<file path="src/output_port_config.svh">
`ifndef OUTPUT_PORT_CONFIG_SVH
`define OUTPUT_PORT_CONFIG_SVH

////////////////////////////////////////
// network side field widths
////////////////////////////////////////

// destination leaf id
`define OP_LEAF_BITS 6
// destination port on that leaf
`define OP_PORT_BITS 4
// remote fifo address, also sized for the credit count
`define OP_ADDR_BITS 7
// full packet as it leaves the port
`define OP_PACKET_BITS 97

////////////////////////////////////////
// port side widths and depths
////////////////////////////////////////

// one word from the user stream
`define OP_USER_BITS 32
// two user words packed together
`define OP_PAYLOAD_BITS 64
// local buffer address, 128 entries
`define OP_FIFO_ADDR_BITS 7
`define OP_FIFO_DEPTH (1 << `OP_FIFO_ADDR_BITS)
// credits returned per add request
`define OP_FREESPACE_BLOCK 64
// statistics counter width
`define OP_STAT_BITS 64

// padding between header and address, 15 bits
`define OP_RESERVED_BITS \
    (`OP_PACKET_BITS - 1 - `OP_LEAF_BITS - `OP_PORT_BITS - `OP_ADDR_BITS - `OP_PAYLOAD_BITS)

`endif

</file>
<file path="src/port_pkg.sv">
`default_nettype none

`include "output_port_config.svh"

package port_pkg;

    ////////////////////////////////////////
    // data on the user side
    ////////////////////////////////////////

    // one word from the user stream
    typedef logic [`OP_USER_BITS-1:0] user_word_t;

    // pair of user words, first word in the low half
    typedef logic [`OP_PAYLOAD_BITS-1:0] payload_t;

    // free running event counter
    typedef logic [`OP_STAT_BITS-1:0] stat_t;

    ////////////////////////////////////////
    // control from the network side
    ////////////////////////////////////////

    // credit updates for the remote fifo
    typedef struct packed {
        // load freespace as the new count
        logic                       update_freespace_en;
        logic [`OP_ADDR_BITS-1:0]   freespace;
        // return one block of credits
        logic                       add_freespace_en;
    } credit_ctrl_t;

    // remote write address setup
    typedef struct packed {
        // load fifo_addr as the next address
        logic                       update_fifo_addr_en;
        logic [`OP_ADDR_BITS-1:0]   fifo_addr;
    } addr_ctrl_t;

endpackage

`default_nettype wire

</file>
<file path="src/user_word_packer.sv">
`timescale 1ns/100ps
`default_nettype none

module user_word_packer (
    input  logic                 clk,
    input  logic                 reset,
    input  logic                 user_valid,
    input  port_pkg::user_word_t user_word,
    input  logic                 done_mode,
    input  logic                 full,
    output logic                 ack,
    output logic                 wr_en,
    output port_pkg::payload_t   wr_payload,
    output port_pkg::stat_t      full_cnt,
    output logic                 stall
);
    import port_pkg::*;

    // first word of the pair in progress
    user_word_t low_half;
    // low half already held, next word completes the pair
    logic       high_next;
    // word taken this cycle
    logic       accept;

    ////////////////////////////////////////
    // user handshake
    ////////////////////////////////////////

    // ready whenever the buffer has room
    assign ack = ~full;
    assign accept = user_valid & ack;

    // write on the second word, same edge it is taken
    assign wr_en = accept & high_next;
    assign wr_payload = payload_t'({user_word, low_half});

    // hold the first word
    always_ff @(posedge clk) begin
        if (accept && !high_next) begin
            low_half <= user_word;
        end
    end

    // toggle per accepted word
    always_ff @(posedge clk) begin
        if (reset) begin
            high_next <= 1'b0;
        end else if (accept) begin
            high_next <= ~high_next;
        end
    end

    ////////////////////////////////////////
    // statistics
    ////////////////////////////////////////

    // user has data but buffer is full
    assign stall = !done_mode && user_valid && full;

    // cycles spent full, not counted in done mode
    always_ff @(posedge clk) begin
        if (reset) begin
            full_cnt <= '0;
        end else if (full && !done_mode) begin
            full_cnt <= full_cnt + stat_t'(1);
        end
    end

endmodule

`default_nettype wire

</file>
<file path="config.mk">
export PLATFORM = sky130hd
export DESIGN_NAME = user_word_packer
export DESIGN_NICKNAME = d
export VERILOG_FILES = /design/src/port_pkg.sv /design/src/user_word_packer.sv
export VERILOG_INCLUDE_DIRS = /design/src
export SDC_FILE = /design/constraint.sdc
export NUM_CORES = 1
export LEC_CHECK = 0
export BUFFER_PORTS_ARGS = -buffer_cell sky130_fd_sc_hd__buf_4
export CORE_ASPECT_RATIO = 0.6
export CORE_MARGIN = 2
export CORE_UTILIZATION = 28
export DETAILED_ROUTE_END_ITERATION = 16
export HOLD_SLACK_MARGIN = 0.02
export REMOVE_ABC_BUFFERS = 1
export SETUP_SLACK_MARGIN = 0.02
export SLEW_MARGIN = 20
export SYNTH_ARGS = -nofsm -noshare
export SYNTH_HDL_FRONTEND = slang
export SYNTH_SLANG_ARGS = --single-unit
export TNS_END_PERCENT = 1
</file>
<file path="constraint.sdc">
create_clock -name clk -period 4.8 [get_ports clk]
set_input_delay 0.24 -clock clk [delete_from_list [all_inputs] [get_ports clk]]
set_output_delay 0.24 -clock clk [all_outputs]
set_load 0.02 [all_outputs]
</file>
==> flow_summary.ini <==
[clock_network]
cts_hold_buffers = 0
cts_setup_buffers = 0
cts.sinks = 97
cts_root_buffer = clkbuf_16
cts_buffer_depth = 2
cts_buffers = 9
clkTransAtPathRegs_ps = 70
cts_tree = done
h-tree-depth = 3
clkLatencyLatePin_ps = 350
cts-resized-gates = 0

[drt]
drc = 0
initialDrtViolationCount = 162
drt-pass1-iter-count = 4
dr_total_vias = 3891
wirelength_mm = 12.9
viasPerCell = 4.98
wire_per_inst_um = 16.6
postRouteAntennaNets = 0

[synthesis]
yosys_warnings = 0
ys_async_sr_fraction = 0
yosysSeqAreaShare = 0.520
netlist_top_cells_count = dfxtp_1, nor2_1, buf_4
synth_edf_count = 32
synthMostInstantiatedCell = dfxtp_1
synthDistinctLibCells = 43
synth_cells = 438
synthTopCellsByArea = dfxtp_1, edfxtp_1, buf_4, or4_1, a21oi_1
synth-seq-cells = 97
synth_top_area_share = 0.299
yosysTopAreaCell = dfxtp_1
syn_area_sq_um = 4350
ys.flop_type = dfxtp_1
avgSynthCellArea_sq_um = 9.94

[hold_path]
min_path_type = in -> reg
hold_depth = 1

[die]
row_count = 35
initial_core_util = 0.285
io_pins = 168
die-area_sq_um = 16600
core_sq_um = 15300
fp.dieH_um = 101
die_x_um = 165

[status]
status = complete, no violations

[critical_path]
critPathBufInv = 0
r2r_end = full_cnt[62]$_SDFFE_PP0P_
r2r_slack_ps = 2080
path_delay_family = simple AND/OR/NAND/NOR gates
cp-start-kind = register
crit_start = full_cnt[0]$_SDFFE_PP0P_
crit_end = full_cnt[62]$_SDFFE_PP0P_
end_kind = register
worst_ep_arrival_time_ps = 2990
worstPathMaxFanout = 14
cp.depth = 6
max_stage_delay_ps = 660
crit_type = reg -> reg
r2r-start = full_cnt[0]$_SDFFE_PP0P_
crit_top_cell = or4_1
crit_chain = ha_1 -> nand3_1 -> or4_1 -> or4_4 -> or4_1 -> a21oi_1
cpMaxStageDelayCell = or4_4
r2r_cells = 6
required_ps = 5070

[placement]
place_congestion = 0.819
io_buffer_count = 167
hpwl_mm = 9.76

[final_layout]
syn2layout_area_growth_pct = 35.1
layout.nets = 611
drive_above_1_share = 0.337
n_fill_cell = 1483
ff_latch_area_sq_um = 2260
antennaDiodeCount = 0
multi_input_area_sq_um = 1770

[grt]
grt_pass1_vias = 3671
grt_util_all_layers = 0.155
grt_pass1_wl_mm = 19.9
grt-ovfl-total = 0
antenna_found_initial = 0
grt_start_max_net_pins = 69

[timing]
whs_ps = 70.6
hold_violations = 0
skew_ps = 9.19
setup_violations = 0
post-route-period-util = 0.567
finalSetupTns_ps = 0
tightest_slew_ps = 718
maxSlewViolCount = 0
relSlewSlack = 0.521
grt_setup_unrepaired = no
fmax_mhz = 368
min_period_ps = 2720

[power]
ir_drop_mv = 0.144
p_leak_uw = 0.00221
powerDensity_nw_per_um2 = 295

[run]
cap_violations = 0
-- layout make-up --
type	instances	share of cell area
multi-input combinational	289	0.302
sequential	97	0.385
clock buffer	11	0.0402
clock inverter	5	0.00957
timing repair buffer	170	0.217
inverter	6	0.00383
tap	203	0.0432
-- placed cells by master, fill, tap and decap left out, drive strengths merged, types with 2 or more instances in the layout --
master,count
a21oi,31
and2,4
and3,4
and4,9
buf,170
clkbuf,11
dfxtp,65
edfxtp,32
inv,8
nand2,27
nand2b,2
nand3,23
nand4,22
nand4b,2
nand4bb,2
nor2,39
nor2b,5
nor3,5
nor4,5
o21a,2
o21ai,15
o21ba,2
o31ai,15
o41ai,2
or3,13
or4,23
xnor2,14
xor2,14
-- flip-flops by register name (all words and copies together) (netlist names) --
signal	cells
low_half	32
high_next	1
full_cnt	64
-- per-layer routing --
layer  up-vias  routed length (um)  global-route usage
met5         -                   0                   0
met4         0                 159              0.0428
met3        12                1570              0.0790
met2       166                5710               0.238
met1      1858                5500               0.193
li1       1855                   -                   -
-- where the power goes --
part	leakage (uW)	switching [uW]	internal [uW]
clock	0.000145	322	410
combinational	0.00124	77.3	57.6
sequential	0.000822	5.34	864
total	0.00221	405	1330
-- through the flow --
stage	cells	utilization	area, sq um	power [uW]	setup slack (ps)
CTS	781	0.385	5880	1760	2070
global route	781	0.385	5880	1790	1960
detailed placement	765	0.366	5590	1020	2100
floorplan	392	-	4060	919	1970
finish	781	0.385	5880	1740	2080
global placement	765	0.366	5590	1020	2150
-- logic make-up after synthesis --
group           after synthesis  share of synthesized area
simple gates                190                      0.250
mux                           2                    0.00489
compound gates               68                     0.0926
flops                        97                      0.520
buf+inv                      52                     0.0733
fa+ha+maj                     1                    0.00287
xor+xnor                     28                     0.0563
-- worst min path at each step --
stage / start / endpoint
CTS: user_word[29] / low_half[29]$_DFFE_PP_
finish: user_word[16] / low_half[16]$_DFFE_PP_
global placement: user_word[7] / low_half[7]$_DFFE_PP_
global route: user_word[29] / low_half[29]$_DFFE_PP_
floorplan: reset / full_cnt[10]$_SDFFE_PP0P_
detailed placement: user_word[16] / low_half[16]$_DFFE_PP_
Power figures use the tool's default switching activity.
