$ cat src/output_port_config.svh
`ifndef OUTPUT_PORT_CONFIG_SVH
`define OUTPUT_PORT_CONFIG_SVH

////////////////////////////////////////
// network side field widths
////////////////////////////////////////

// destination leaf id
`define OP_LEAF_BITS 6
// destination port on that leaf
`define OP_PORT_BITS 4
// remote fifo address, also sized for the credit count
`define OP_ADDR_BITS 7
// full packet as it leaves the port
`define OP_PACKET_BITS 97

////////////////////////////////////////
// port side widths and depths
////////////////////////////////////////

// one word from the user stream
`define OP_USER_BITS 32
// two user words packed together
`define OP_PAYLOAD_BITS 64
// local buffer address, 128 entries
`define OP_FIFO_ADDR_BITS 7
`define OP_FIFO_DEPTH (1 << `OP_FIFO_ADDR_BITS)
// credits returned per add request
`define OP_FREESPACE_BLOCK 64
// statistics counter width
`define OP_STAT_BITS 64

// padding between header and address, 15 bits
`define OP_RESERVED_BITS \
    (`OP_PACKET_BITS - 1 - `OP_LEAF_BITS - `OP_PORT_BITS - `OP_ADDR_BITS - `OP_PAYLOAD_BITS)

`endif

$ cat src/noc_pkg.sv
`default_nettype none

`include "output_port_config.svh"

package noc_pkg;

    ////////////////////////////////////////
    // routing fields
    ////////////////////////////////////////

    // leaf id in the fat tree
    typedef logic [`OP_LEAF_BITS-1:0] leaf_t;

    // port on the destination leaf
    typedef logic [`OP_PORT_BITS-1:0] port_t;

    // slot in the remote fifo, same width as credit count
    typedef logic [`OP_ADDR_BITS-1:0] fifo_addr_t;

    // where the stream is headed
    typedef struct packed {
        leaf_t dst_leaf;
        port_t dst_port;
    } dest_t;

    ////////////////////////////////////////
    // packet on the network side
    ////////////////////////////////////////

    // msb first, 97 bits total
    typedef struct packed {
        logic                           valid;
        leaf_t                          dst_leaf;
        port_t                          dst_port;
        // always zero here
        logic [`OP_RESERVED_BITS-1:0]   reserved;
        fifo_addr_t                     fifo_addr;
        logic [`OP_PAYLOAD_BITS-1:0]    payload;
    } packet_t;

endpackage

`default_nettype wire

$ cat src/port_pkg.sv
`default_nettype none

`include "output_port_config.svh"

package port_pkg;

    ////////////////////////////////////////
    // data on the user side
    ////////////////////////////////////////

    // one word from the user stream
    typedef logic [`OP_USER_BITS-1:0] user_word_t;

    // pair of user words, first word in the low half
    typedef logic [`OP_PAYLOAD_BITS-1:0] payload_t;

    // free running event counter
    typedef logic [`OP_STAT_BITS-1:0] stat_t;

    ////////////////////////////////////////
    // control from the network side
    ////////////////////////////////////////

    // credit updates for the remote fifo
    typedef struct packed {
        // load freespace as the new count
        logic                       update_freespace_en;
        logic [`OP_ADDR_BITS-1:0]   freespace;
        // return one block of credits
        logic                       add_freespace_en;
    } credit_ctrl_t;

    // remote write address setup
    typedef struct packed {
        // load fifo_addr as the next address
        logic                       update_fifo_addr_en;
        logic [`OP_ADDR_BITS-1:0]   fifo_addr;
    } addr_ctrl_t;

endpackage

`default_nettype wire

$ cat src/packet_launcher.sv
`timescale 1ns/100ps
`default_nettype none

`include "output_port_config.svh"

module packet_launcher (
    input  logic                   clk,
    input  logic                   reset,
    input  logic                   rd_en_sel,
    input  port_pkg::credit_ctrl_t credit_ctrl,
    input  port_pkg::addr_ctrl_t   addr_ctrl,
    input  noc_pkg::dest_t         dest,
    input  logic                   done_mode,
    input  logic                   empty,
    input  port_pkg::payload_t     rd_payload,
    output logic                   read_en,
    output noc_pkg::packet_t       internal_out,
    output port_pkg::stat_t        empty_cnt
);
    import noc_pkg::*;
    import port_pkg::*;

    // credits handed back per add request
    localparam fifo_addr_t CREDIT_BLOCK = fifo_addr_t'(`OP_FREESPACE_BLOCK);
    // count after reset, remote fifo assumed empty
    localparam fifo_addr_t CREDIT_INIT  = '1;

    // free slots left in the remote fifo
    fifo_addr_t credit_cnt;
    // next remote slot to write
    fifo_addr_t fifo_addr_q;
    // read data present this cycle
    logic       valid;
    // packet built from current fields
    packet_t    packet;

    ////////////////////////////////////////
    // read request
    ////////////////////////////////////////

    // needs credit, data and the grant
    assign read_en = (credit_cnt != '0) && !empty && rd_en_sel;

    // data lands one cycle after the read
    always_ff @(posedge clk) begin
        if (reset) begin
            valid <= 1'b0;
        end else begin
            valid <= read_en;
        end
    end

    ////////////////////////////////////////
    // credit counter
    ////////////////////////////////////////

    // load wins, then add, then spend
    always_ff @(posedge clk) begin
        if (reset) begin
            credit_cnt <= CREDIT_INIT;
        end else if (credit_ctrl.update_freespace_en) begin
            credit_cnt <= credit_ctrl.freespace;
        end else if (credit_ctrl.add_freespace_en && read_en) begin
            // block in, one spent
            credit_cnt <= credit_cnt + CREDIT_BLOCK - fifo_addr_t'(1);
        end else if (credit_ctrl.add_freespace_en) begin
            credit_cnt <= credit_cnt + CREDIT_BLOCK;
        end else if (read_en && credit_cnt != '0) begin
            // never below zero
            credit_cnt <= credit_cnt - fifo_addr_t'(1);
        end
    end

    ////////////////////////////////////////
    // remote address
    ////////////////////////////////////////

    // steps on every read, also in done mode
    always_ff @(posedge clk) begin
        if (reset) begin
            fifo_addr_q <= '0;
        end else if (addr_ctrl.update_fifo_addr_en) begin
            fifo_addr_q <= addr_ctrl.fifo_addr;
        end else if (valid) begin
            fifo_addr_q <= fifo_addr_q + fifo_addr_t'(1);
        end
    end

    ////////////////////////////////////////
    // packet assembly
    ////////////////////////////////////////

    always_comb begin
        packet.valid     = 1'b1;
        packet.dst_leaf  = dest.dst_leaf;
        packet.dst_port  = dest.dst_port;
        packet.reserved  = '0;
        // address of this packet, counter moves after it
        packet.fifo_addr = fifo_addr_q;
        packet.payload   = rd_payload;
    end

    // zero when idle or in done mode
    assign internal_out = (valid && !done_mode) ? packet : '0;

    ////////////////////////////////////////
    // statistics
    ////////////////////////////////////////

    // idle cycles with nothing buffered
    always_ff @(posedge clk) begin
        if (reset) begin
            empty_cnt <= '0;
        end else if (empty && !done_mode) begin
            empty_cnt <= empty_cnt + stat_t'(1);
        end
    end

endmodule

`default_nettype wire

$ cat config.mk
export PLATFORM = sky130hd
export DESIGN_NAME = packet_launcher
export DESIGN_NICKNAME = d
export VERILOG_FILES = /design/src/noc_pkg.sv /design/src/port_pkg.sv /design/src/packet_launcher.sv
export VERILOG_INCLUDE_DIRS = /design/src
export SDC_FILE = /design/constraint.sdc
export NUM_CORES = 1
export LEC_CHECK = 0
export ABC_CLOCK_PERIOD_IN_PS = 2850
export BUFFER_PORTS_ARGS = -buffer_cell sky130_fd_sc_hd__clkbuf_2
export CAP_MARGIN = 20
export CORE_MARGIN = 2
export CORE_UTILIZATION = 24
export CTS_CLUSTER_DIAMETER = 100
export CTS_CLUSTER_SIZE = 40
export DETAILED_ROUTE_END_ITERATION = 7
export PLACE_DENSITY = 0.59
export RECOVER_POWER = 50
export SLEW_MARGIN = 10
export SYNTH_ARGS = -nofsm -noshare
export SYNTH_HDL_FRONTEND = slang
export SYNTH_SLANG_ARGS = --single-unit
$ cat constraint.sdc
create_clock -name clk -period 2.85 [get_ports clk]
set_input_delay 0.57 -clock clk [delete_from_list [all_inputs] [get_ports clk]]
set_output_delay 0.57 -clock clk [all_outputs]
set_load 0.02 [all_outputs]
==> results.sh <==
export IMPL_status="completed"
export IMPL_place_congestion=0.773
export IMPL_finalCritPeriodShare_pct=85.6
export IMPL_drv_cap=0
export IMPL_initial_utilization_pct=24.4
export IMPL_io_buffers=242
export IMPL_whs_ns=0.446
export IMPL_maxSlewHeadroom_pct=42.6
export IMPL_crit_family="simple AND/OR/NAND/NOR gates"
export IMPL_yosysWarnings=0
export IMPL_worstPathArrival_ns=2.70
export IMPL_grt_pass1_vias=4018
export IMPL_synth_enable_flop_cells=0
export IMPL_synth_ff_type="dfxtp_1"
export IMPL_antenna_left=0
export IMPL_r2r_slack_ns=0.41
export IMPL_tritoncts="done"
export IMPL_fmax_mhz=410
export IMPL_hold_viol=0
export IMPL_grt_max_degree=83
export IMPL_dieHeight_um=141
export IMPL_yosysSeqAreaShare_pct=34.9
export IMPL_synth_top_family_by_area="simple AND/OR/NAND/NOR gates"
export IMPL_path_cells="nand4_4, nor3_1, nand4_1, or4_1, a21oi_1"
export IMPL_max_stage_delay_ns=0.70
export IMPL_synth_compound_area_share_pct=9.32
export IMPL_hold_end="credit_cnt[1]"
export IMPL_min_path_cells=2
export IMPL_hp_class="primary input to register"
export IMPL_fin_setup_tns_ns=0
export IMPL_synthAdderAreaFrac_pct=1.11
export IMPL_cts_root_buf="clkbuf_16"
export IMPL_synth_top_area_share_pct=34.9
export IMPL_post_cts_buffers=0
export IMPL_layout_drive_gt1_share_pct=26.0
export IMPL_synth_seq_cells=79
export IMPL_finalWirelength_mm=15.1
export IMPL_ctsResizeCount=0
export IMPL_hpwlAfterDp_mm=11.8
export IMPL_postSynthAreaPerCell_sq_um=8.05
export IMPL_tightest_slew_ns=0.862
export IMPL_path_max_fanout=6
export IMPL_synth_area_leaders="dfxtp_1, and2_1, xor2_1"
export IMPL_r2r_worst_path_cells=5
export IMPL_grt_pass1_wl_mm=22.6
export IMPL_die_area_sq_um=20000
export IMPL_io_pin_count=258
export IMPL_row_count=50
export IMPL_viasPerCell=4.51
export IMPL_end_kind="register"
export IMPL_r2r_end="empty_cnt[33]"
export IMPL_grt_use_total_pct=14.4
export IMPL_holdBufCountCts=0
export IMPL_utilization_pct=33.2
export IMPL_crit_type="register to register"
export IMPL_synth_most_common_cell="and2_1"
export IMPL_drv_slew=0
export IMPL_drt_iter0_drc=235
export IMPL_setup_viol=0
export IMPL_design_core_area_sq_um=18600
export IMPL_synthXorXnorAreaFrac_pct=8.13
export IMPL_path_clk_slew_ns=0.06
export IMPL_synth_cell_types=41
export IMPL_dp_cells=1023
export IMPL_cp_num_buf_inv=0
export IMPL_synth_area_leader_cell="dfxtp_1"
export IMPL_syn_area_sq_um=4530
export IMPL_pwr_density_cell_nw_per_um2=411
export IMPL_crit_path_start_kind="register"
export IMPL_timing_rr_start="empty_cnt[4]"
export IMPL_overflow=0
export IMPL_drcViolationCount=0
export IMPL_leakage_nw=2.57
export IMPL_cts_buffer_depth=2
export IMPL_wl_per_cell_um=14.5
export IMPL_period_needed_ns=2.44
export IMPL_critPathSlowestCell="nor3_1"
export IMPL_num_vias=4693
export IMPL_detail_route_first_pass_iterations=4
export IMPL_synthMuxAreaShare_pct=1.77
export IMPL_nets=900
export IMPL_hold_start="credit_ctrl[2]"
export IMPL_cts_buffers=9
export IMPL_ir_worst_vdd_v=0.000286
export IMPL_die_x_um=141
export IMPL_rsz0062_at_grt="false"
export IMPL_netlist_top_cells_count="and2_1, dfxtp_1, nor2_1, a21oi_1, nand4_1"
export IMPL_cts_sinks=79
export IMPL_antenna_found_initial=2
export IMPL_synth_simple_gate_area_share_pct=39.4
export IMPL_synthCells=562
export IMPL_syn_to_final_growth_pct=36.4
export IMPL_fin_cells=1040
export IMPL_clock_latency_ns=0.34
export IMPL_finalClockSkew_ns=0.00934
export IMPL_required_ns=3.11
export IMPL_synthArstFlopShare_pct=0
export IMPL_htree_levels=3
final cells by class:
class                           instances  area, sq um
Antenna cell                            1         2.50
Clock buffer                           11          243
Clock inverter                          5         56.3
Fill cell                            2010        12400
Inverter                                7         26.3
Multi-Input combinational cell        450         2750
Sequential cell                        79         1580
Tap cell                              234          293
Timing Repair Buffer                  253         1220
worst max path at each step:
stage	slack (ns)	to	start	depth (start not counted)
finish	0.41	empty_cnt[33]	empty_cnt[4]	5
global route	0.17	empty_cnt[33]	empty_cnt[3]	5
CTS	0.43	empty_cnt[58]	empty_cnt[39]	5
detailed placement	0.43	empty_cnt[52]	done_mode	6
global placement	0.46	empty_cnt[60]	done_mode	6
floorplan	0.70	internal_out[87]	valid	5
power by group:
part / switching, W / total, W / internal, W
logic: 0.000130 / 0.000228 / 0.0000982
registers: 0.0000164 / 0.00114 / 0.00112
clock network: 0.000468 / 0.00117 / 0.000703
kinds of logic (layout without fill, tap and decap cells):
kind of cell	after synthesis	after routing
compound gates	78	78
xor+xnor	42	42
fa+ha+maj	4	4
buf+inv	47	276
flops	79	79
mux	8	8
other cells	1	16
simple gates	303	303
state kept, by name, indices dropped and copies added, names as in the netlist:
| signal | cells |
|---|---|
| credit_cnt | 7 |
| empty_cnt | 64 |
| fifo_addr_q | 7 |
| valid | 1 |
layer usage:
layer  global-route usage [%]  part of all wire, %  wire length [um]
met5                        0                 0.20                30
met4                     4.95                 0.60                91
met3                     3.44                  6.0               904
met2                     20.4                   44              6620
met1                     21.3                   49              7470
placed cells by master, fill, tap and decap left out, types with 3 or more instances in the layout:
cell	count
xnor2_1	9
nor3_1	7
and4_1	6
clkbuf_16	9
xor2_1	33
o21ai_0	25
nand2b_1	5
a211oi_1	4
nor2_1	54
nand2_1	25
o31ai_1	7
ha_1	4
or3_1	28
nand3_1	16
nor4_1	5
and2_1	85
nor2b_1	3
or4_1	8
mux2i_1	8
dfxtp_1	79
inv_1	7
clkbuf_1	71
buf_4	4
clkbuf_2	177
conb_1	15
and3_1	9
nand4_1	34
a21oi_1	41
per-stage QoR:
step,cell area [sq um],power [W],setup slack [ns]
2_1_floorplan,4580,0.00130,0.700
3_3_place_gp,5990,0.00139,0.457
3_5_place_dp,5990,0.00139,0.429
4_1_cts,6290,0.00260,0.427
5_1_grt,6170,0.00267,0.174
6_report,6170,0.00254,0.410
(Power assumes the default switching activity.)
